===== src/hw/ntm_divider_pkg.sv =====
/*
 * Shared definitions for the vector modular divider
 * Sizes, lane count and data constants
 * Job and result structs, result status enum
 */

package ntm_divider_pkg;

  ////////////////////
  // Sizes
  ////////////////////

  // Modulus, operands and quotient
  localparam int DATA_SIZE = 32;

  // Lanes working in parallel
  localparam int NUM_LANES = 4;

  // Job tag, returned with the result
  localparam int TAG_SIZE = 4;

  // Lane index, NUM_LANES is 2**LANE_SIZE
  localparam int LANE_SIZE = 2;

  // Data constants
  localparam logic [DATA_SIZE-1:0] ZERO_DATA   = '0;
  localparam logic [DATA_SIZE-1:0] ONE_DATA    = 1;
  localparam logic [DATA_SIZE-1:0] MIN_MODULUS = 3;

  ////////////////////
  // Types
  ////////////////////

  // Result status
  typedef enum logic [1:0] {
    ok,
    no_inverse,
    bad_modulus,
    bad_operand
  } div_status_t;

  // One job, 100 bits
  typedef struct packed {
    logic [TAG_SIZE-1:0]  tag;
    logic [DATA_SIZE-1:0] modulus;
    logic [DATA_SIZE-1:0] dividend;
    logic [DATA_SIZE-1:0] divisor;
  } div_job_t;

  // One result, 38 bits
  typedef struct packed {
    logic [TAG_SIZE-1:0]  tag;
    logic [DATA_SIZE-1:0] quotient;
    div_status_t          status;
  } div_result_t;

endpackage


===== src/hw/ntm_scalar_modular_divider.sv =====
/*
 * Scalar modular divider lane
 * Binary modular inverse method, one step per clock
 * Start/idle on the dispatch side, done/take on the collect side
 */

`timescale 1ns/1ns

module ntm_scalar_modular_divider
  import ntm_divider_pkg::*;
(
  input  logic        CLK,
  input  logic        RST,
  input  logic        start,
  input  div_job_t    job,
  input  logic        take,
  output logic        idle,
  output logic        done,
  output div_result_t result
);

  ////////////////////
  // Signals
  ////////////////////

  // Lane FSM
  enum logic [1:0] {S_IDLE, S_RUN, S_DONE} state;

  // Working registers
  logic [DATA_SIZE-1:0] m_reg;
  logic [DATA_SIZE-1:0] u;
  logic [DATA_SIZE-1:0] v;
  logic [DATA_SIZE-1:0] x;
  logic [DATA_SIZE-1:0] y;

  // Step arithmetic
  logic [DATA_SIZE:0]   x_sum;
  logic [DATA_SIZE:0]   y_sum;
  logic [DATA_SIZE-1:0] x_half;
  logic [DATA_SIZE-1:0] y_half;
  logic [DATA_SIZE-1:0] x_diff;
  logic [DATA_SIZE-1:0] y_diff;

  // Job checks
  logic bad_m;
  logic bad_op;
  logic finish;

  ////////////////////
  // Datapath
  ////////////////////

  // Even modulus or m below 3
  assign bad_m  = !job.modulus[0] || (job.modulus < MIN_MODULUS);
  // Operands not reduced
  assign bad_op = (job.dividend >= job.modulus) || (job.divisor >= job.modulus);

  // Halving mod m, odd values get m added first
  assign x_sum  = {1'b0, x} + {1'b0, m_reg};
  assign y_sum  = {1'b0, y} + {1'b0, m_reg};
  assign x_half = x[0] ? x_sum[DATA_SIZE:1] : (x >> 1);
  assign y_half = y[0] ? y_sum[DATA_SIZE:1] : (y >> 1);

  // Subtraction mod m; wraps back into range when m is added
  assign x_diff = (x >= y) ? (x - y) : (x - y + m_reg);
  assign y_diff = (y >= x) ? (y - x) : (y - x + m_reg);

  // End of the loop: inverse found or gcd not 1
  assign finish = (u == ONE_DATA) || (v == ONE_DATA) ||
                  (u == ZERO_DATA) || (v == ZERO_DATA);

  assign idle = (state == S_IDLE);
  assign done = (state == S_DONE);

  ////////////////////
  // Control
  ////////////////////

  always_ff @(posedge CLK or posedge RST) begin
    if (RST) begin
      state <= S_IDLE;
    end else begin
      case (state)
        S_IDLE: begin
          // Bad jobs skip the loop
          if (start) begin
            state <= (bad_m || bad_op) ? S_DONE : S_RUN;
          end
        end
        S_RUN: begin
          if (finish) begin
            state <= S_DONE;
          end
        end
        S_DONE: begin
          // Hold the result until collected
          if (take) begin
            state <= S_IDLE;
          end
        end
        default: begin
          state <= S_IDLE;
        end
      endcase
    end
  end

  ////////////////////
  // Step
  ////////////////////

  // Invariants: x*b == a*u and y*b == a*v (mod m)
  always_ff @(posedge CLK) begin
    case (state)
      S_IDLE: begin
        if (start) begin
          m_reg           <= job.modulus;
          u               <= job.divisor;
          v               <= job.modulus;
          x               <= job.dividend;
          y               <= ZERO_DATA;
          result.tag      <= job.tag;
          result.quotient <= ZERO_DATA;
          if (bad_m) begin
            result.status <= bad_modulus;
          end else if (bad_op) begin
            result.status <= bad_operand;
          end else begin
            result.status <= ok;
          end
        end
      end
      S_RUN: begin
        if (u == ONE_DATA) begin
          result.quotient <= x;
        end else if (v == ONE_DATA) begin
          result.quotient <= y;
        end else if ((u == ZERO_DATA) || (v == ZERO_DATA)) begin
          // Quotient stays zero
          result.status <= no_inverse;
        end else if (!u[0]) begin
          u <= u >> 1;
          x <= x_half;
        end else if (!v[0]) begin
          v <= v >> 1;
          y <= y_half;
        end else if (u >= v) begin
          u <= u - v;
          x <= x_diff;
        end else begin
          v <= v - u;
          y <= y_diff;
        end
      end
      default: begin
      end
    endcase
  end

endmodule


===== src/hw/ntm_divider_dispatch.sv =====
/*
 * Job dispatcher
 * Four-phase req/ack on the job port
 * One-hot start to the lowest-numbered idle lane
 */

`timescale 1ns/1ns

module ntm_divider_dispatch
  import ntm_divider_pkg::*;
(
  input  logic                 CLK,
  input  logic                 RST,
  input  logic                 job_req,
  input  div_job_t             job,
  input  logic [NUM_LANES-1:0] lane_idle,
  output logic                 job_ack,
  output logic [NUM_LANES-1:0] lane_start,
  output div_job_t             lane_job
);

  ////////////////////
  // Lane choice
  ////////////////////

  logic [NUM_LANES-1:0] free_lanes;
  logic [NUM_LANES-1:0] pick;
  logic                 accept;

  // A lane being started this cycle is not yet seen as busy
  assign free_lanes = lane_idle & ~lane_start;

  // Lowest set bit
  assign pick = free_lanes & (~free_lanes + 1'b1);

  // New request, previous ack gone, some lane free
  assign accept = job_req && !job_ack && (|free_lanes);

  ////////////////////
  // Handshake
  ////////////////////

  always_ff @(posedge CLK or posedge RST) begin
    if (RST) begin
      job_ack    <= 1'b0;
      lane_start <= '0;
    end else begin
      // Start is a single-cycle pulse
      lane_start <= '0;
      if (accept) begin
        lane_start <= pick;
        job_ack    <= 1'b1;
      end else if (!job_req) begin
        job_ack <= 1'b0;
      end
    end
  end

  // Job onto the shared lane bus
  always_ff @(posedge CLK) begin
    if (accept) begin
      lane_job <= job;
    end
  end

endmodule


===== src/hw/ntm_divider_collect.sv =====
/*
 * Result collector
 * Round-robin choice over the finished lanes
 * Four-phase req/ack on the result port
 */

`timescale 1ns/1ns

module ntm_divider_collect
  import ntm_divider_pkg::*;
(
  input  logic                              CLK,
  input  logic                              RST,
  input  logic [NUM_LANES-1:0]              lane_done,
  input  div_result_t [NUM_LANES-1:0]       lane_result,
  input  logic                              res_ack,
  output logic [NUM_LANES-1:0]              lane_take,
  output logic                              res_req,
  output div_result_t                       res
);

  ////////////////////
  // Round robin
  ////////////////////

  logic [LANE_SIZE-1:0] last;
  logic [LANE_SIZE-1:0] idx;
  logic [LANE_SIZE-1:0] sel;
  logic                 found;
  logic                 busy;
  logic                 grab;

  // Search starts right after the last lane served
  always_comb begin
    found = 1'b0;
    sel   = last;
    idx   = last;
    for (int k = 1; k <= NUM_LANES; k++) begin
      // Wraps on its own, lane count is a power of two
      idx = last + LANE_SIZE'(k);
      if (!found && lane_done[idx]) begin
        found = 1'b1;
        sel   = idx;
      end
    end
  end

  assign grab = !busy && found;

  ////////////////////
  // Handshake
  ////////////////////

  always_ff @(posedge CLK or posedge RST) begin
    if (RST) begin
      busy      <= 1'b0;
      res_req   <= 1'b0;
      lane_take <= '0;
      last      <= '0;
    end else begin
      lane_take <= '0;
      if (grab) begin
        busy           <= 1'b1;
        res_req        <= 1'b1;
        lane_take[sel] <= 1'b1;
        last           <= sel;
      end else if (res_req && res_ack) begin
        res_req <= 1'b0;
      end else if (busy && !res_req && !res_ack) begin
        // Four-phase cycle complete
        busy <= 1'b0;
      end
    end
  end

  // Result held stable while res_req is high
  always_ff @(posedge CLK) begin
    if (grab) begin
      res <= lane_result[sel];
    end
  end

endmodule


===== src/hw/ntm_vector_modular_divider.sv =====
/*
 * Vector modular divider top level
 * Dispatcher, NUM_LANES scalar lanes, collector
 */

`timescale 1ns/1ns

module ntm_vector_modular_divider
  import ntm_divider_pkg::*;
(
  input  logic        CLK,
  input  logic        RST,
  input  logic        job_req,
  output logic        job_ack,
  input  div_job_t    job,
  output logic        res_req,
  input  logic        res_ack,
  output div_result_t res
);

  ////////////////////
  // Lane buses
  ////////////////////

  logic [NUM_LANES-1:0]        lane_idle;
  logic [NUM_LANES-1:0]        lane_start;
  logic [NUM_LANES-1:0]        lane_done;
  logic [NUM_LANES-1:0]        lane_take;
  div_job_t                    lane_job;
  div_result_t [NUM_LANES-1:0] lane_result;

  // Input side
  ntm_divider_dispatch dispatch0 (
    .CLK        (CLK),
    .RST        (RST),
    .job_req    (job_req),
    .job        (job),
    .lane_idle  (lane_idle),
    .job_ack    (job_ack),
    .lane_start (lane_start),
    .lane_job   (lane_job)
  );

  // Lanes share the job bus, start selects one
  for (genvar i = 0; i < NUM_LANES; i++) begin : g_lane
    ntm_scalar_modular_divider lane (
      .CLK    (CLK),
      .RST    (RST),
      .start  (lane_start[i]),
      .job    (lane_job),
      .take   (lane_take[i]),
      .idle   (lane_idle[i]),
      .done   (lane_done[i]),
      .result (lane_result[i])
    );
  end

  // Output side
  ntm_divider_collect collect0 (
    .CLK         (CLK),
    .RST         (RST),
    .lane_done   (lane_done),
    .lane_result (lane_result),
    .res_ack     (res_ack),
    .lane_take   (lane_take),
    .res_req     (res_req),
    .res         (res)
  );

endmodule


===== config.mk =====
export PLATFORM = sky130hd
export DESIGN_NAME = ntm_vector_modular_divider
export DESIGN_NICKNAME = d
export VERILOG_FILES = /design/src/hw/ntm_divider_pkg.sv /design/src/hw/ntm_scalar_modular_divider.sv /design/src/hw/ntm_divider_dispatch.sv /design/src/hw/ntm_divider_collect.sv /design/src/hw/ntm_vector_modular_divider.sv
export SDC_FILE = /design/constraint.sdc
export NUM_CORES = 2
export LEC_CHECK = 0
export BUFFER_PORTS_ARGS = -buffer_cell sky130_fd_sc_hd__buf_2
export CAP_MARGIN = 25
export CELL_PAD_IN_SITES_DETAIL_PLACEMENT = 1
export CELL_PAD_IN_SITES_GLOBAL_PLACEMENT = 2
export CORE_AREA = 3 3 508 761
export CTS_BUF_LIST = sky130_fd_sc_hd__clkbuf_4 sky130_fd_sc_hd__clkbuf_8
export CTS_CLUSTER_SIZE = 40
export DETAILED_ROUTE_END_ITERATION = 6
export DIE_AREA = 0 0 511 764
export GPL_ROUTABILITY_DRIVEN = 0
export PLACE_DENSITY_LB_ADDON = 0.1
export SYNTH_ARGS = -nofsm -noshare
export SYNTH_HDL_FRONTEND = slang
export SYNTH_HIERARCHICAL = 1
export SYNTH_SLANG_ARGS = --single-unit

===== constraint.sdc =====
create_clock -name CLK -period 9.9 [get_ports CLK]
set_input_delay 2.475 -clock CLK [delete_from_list [all_inputs] [get_ports CLK]]
set_output_delay 2.475 -clock CLK [all_outputs]
set_load 0.02 [all_outputs]

==> flow_summary.yaml <==
drt:
  drt_pre_antenna_iters: 7
  drc: 1
  vias: 103400
  viasPerCell: 5.817
  wire_per_inst_um: 32.72
  drtIter0Drc: 7741
  routed_wl_um: 581400
  ant_nets: 0
sta:
  final.period_utilization_pct: 65.66
  final-hold-violation-count: 0
  max-slew-margin-rel_pct: 23.27
  report.final.slew_viol_count: 0
  finalSetupViolations: 0
  worst_pin_slew_ps: 1122
  rsz0062_at_grt: "false"
  fin_tns_setup_ps: 0
  fmax_mhz: 153.8
  fin_worst_skew_ps: 128.9
  min_period_ps: 6500
synthesis:
  synth_ff_type: "edfxtp_1"
  seq_area_frac_synth_pct: 26.76
  async_reset_ff_share_pct: 2.208
  ys_seq_elements: 951
  syn_inst: 12570
  yosysWarnings: 6
  syn-num-nets: 13990
  synth_edf_count: 930
  syn_avg_cell_area_um2: 8.456
  synth.distinct_cells: 126
  synth_area_um2: 106300
floorplanning:
  die_height_um: 764
  initial_core_util_pct: 27.96
  design.portCount: 144
  die_w_um: 511
  core_um2: 380200
  die_area_um2: 390400
  fp-row-count: 277
status:
  status: "finished, violations left"
  violations: "design-rule violations"
global_routing:
  antenna_found_initial: 75
  grt_pass1_vias: 107700
  grt_pass1_wl_um: 812100
  grt_max_degree: 77
  track_usage_pct: 28.68
  overflow: 0
clock_network:
  numCtsBuffers: 198
  cts.reportedPaths.clkPinSlew_ps: 60
  worstSkewPairLatency_ps: 1070
  cts_hold_buf: 0
  cts_buffer_depth: 4
  cts_tree: "yes"
  clockRootBuffer: "clkbuf_8"
  post_cts_buffers: 0
  post_cts_resized: 0
  htree_levels: 4
  clock-sinks: 951
worst_setup_path:
  startpoint_type: "flop"
  slowest_stage: "edfxtp_1"
  path_class: "flop to flop"
  endpoint_kind: "flop"
  worst-path-max-fanout: 25
  cpPeakStageDelay_ps: 770
  crit_chain: "buf_4, ha_1, inv_1, fa_1, a21o_1, a221oi_1, a21oi_1, a21oi_1, o21ai_0, a211oi_1, xnor2_1, ha_1, and4_1, a221oi_1, nand2b_1, a221o_1, a31oi_1, xnor2_1, mux2i_1, a211oi_1"
  required_ps: 10710
  critical_path_buf_inv_count: 2
  cp.arrival_ps: 7310
  cp_top_family: "compound AO/OA/AOI/OAI gates"
finish:
  utilization_pct: 30.79
  area_growth_pct: 10.12
  drive_gt1_share_pct: 7.116
  stdcell_count: 17770
  regMostFlops: "g_lane.lane/result"
  nets: 13960
  largest_reg_flops: 152
power_and_ir_drop:
  p_sw_share_pct: 50.14
  p_clk_share_pct: 16.8
  p_per_area_nw_per_um2: 234.4
  p_seq_share_pct: 22.7
  p_sw_uw: 13760
  max-vdd-ir-drop_v: 0.0001613
  power_frac_comb_pct: 60.5
  p_leak_uw: 0.04947
  p_int_uw: 13680
job:
  cap_violations: 0
placed_design:
  place.detailed.hpwl_um: 450100
  dp_cells: 17360
  port_buffers: 143
worst_hold_path:
  min_path_type: "flop to flop"
[path summary, 6_finish.rpt]
path / start / to / slack [ps] / cells past startpoint
max in group asynchronous: RST / collect0/busy / 7980 / 2
min reg2reg: collect0/busy / collect0/busy / 470 / 1
min: collect0/busy / collect0/busy / 470 / 1
max reg2reg: g_lane[1].lane/x[0] / g_lane[1].lane/y[29] / 3400 / 20
min in group asynchronous: RST / g_lane[0].lane/state[1] / 1530 / 2
max: g_lane[1].lane/x[0] / g_lane[1].lane/y[29] / 3400 / 20
[synth_stat cells, drive strengths merged, types with 79 or more instances]
master,instances,area [um^2]
nand2b,128,833.3
o21bai,160,1205
nand2,741,2791
buf,144,795.8
edfxtp,930,27930
nand4,186,1164
nor4,112,700.7
xor2,302,2645
o211ai,79,611.8
clkbuf,478,1794
nor2b,136,850.8
xnor2,551,4826
a21oi,1250,6264
a21o,669,5022
nor3,238,1222
inv,949,3562
o21a,138,1036
a211oi,317,2405
ha,1284,16070
mux2i,305,3053
a31oi,135,865.8
nand3,209,1046
and3,95,599.3
nor2,1001,3765
o21ai,802,4025
a221oi,120,1094
a32oi,83,734.5
[metal layers]
layer	part of all wire [%]	up-vias	global-route usage (%)	wire length (um)
met5	0.015	-	0	90
met4	7.3	14	18.57	42460
met3	4.8	1154	3.836	27880
met2	50	3227	52.08	293600
met1	37	52260	31.19	217400
li1	-	46700	-	-
[power groups by stage]
stage               registers (uW)  clock network, uW  logic (uW)
floorplan                     5800                  0       11500
global placement              6290                  0       16200
detailed placement            6280                  0       16400
CTS                           6210               4770       16600
global route                  6240               4880       18200
finish                        6220               4610       16600
[worst register-to-register path: stages, from the launching register on]
cell and delay, ps:
edfxtp_1 770, buf_4 440, ha_1 250, inv_1 60
fa_1 400, a21o_1 190, a221oi_1 400, a21oi_1 320
a21oi_1 290, o21ai_0 180, a211oi_1 340, xnor2_1 250
ha_1 350, and4_1 230, a221oi_1 420, nand2b_1 170
a221o_1 380, a31oi_1 300, xnor2_1 160, mux2i_1 100
a211oi_1 250
[through the flow]
| stage | instance area (um^2) | total power [uW] | worst slack [ps] | hold WS (ps) |
|---|---|---|---|---|
| floorplan | 106300 | 17310 | 1725 | 444.1 |
| global placement | 112800 | 22520 | 3429 | 451.9 |
| detailed placement | 112900 | 22730 | 3597 | 471.8 |
| CTS | 116900 | 27540 | 3534 | 479.4 |
| global route | 116900 | 29270 | 2981 | 500.3 |
| finish | 117100 | 27440 | 3400 | 473.7 |
[cells in the final DEF, fill, tap and decap left out, types with 144 or more instances in the layout]
cell type,netlist,layout
ha_1,1284,1284
a21oi_1,1248,1245
nor2_1,1000,993
inv_1,946,942
edfxtp_1,930,930
o21ai_0,772,771
nand2_1,739,737
a21o_1,669,668
xnor2_1,551,551
a211oi_1,312,309
mux2i_1,305,305
xor2_1,302,302
buf_4,19,235
nor3_1,233,228
nand3_1,209,208
clkbuf_8,0,205
nand4_1,186,186
o21bai_1,159,159
buf_2,63,144
[cell families (layout without fill, tap and decap cells)]
| kind of cell | after synthesis | in the layout | share of synthesized area [%] |
|---|---|---|---|
| buf+inv | 1575 | 1680 | 5.801 |
| xor+xnor | 855 | 855 | 7.071 |
| mux | 322 | 322 | 3.052 |
| other cells | 0 | 70 | 0 |
| fa+ha+maj | 1316 | 1316 | 15.72 |
| compound gates | 4446 | 4446 | 27.64 |
| flops | 951 | 951 | 26.76 |
| simple gates | 3106 | 3106 | 13.95 |
[cell type report]
class / instances / area [um^2]
multi-input combinational: 10050 / 72020
tap: 5022 / 6284
fill: 44630 / 263100
timing repair buffer: 386 / 2631
antenna: 70 / 175.2
clock buffer: 242 / 3099
inverter: 953 / 3577
clock inverter: 99 / 827.0
sequential: 951 / 28450
No activity file was read; power rests on OpenSTA's default activity.
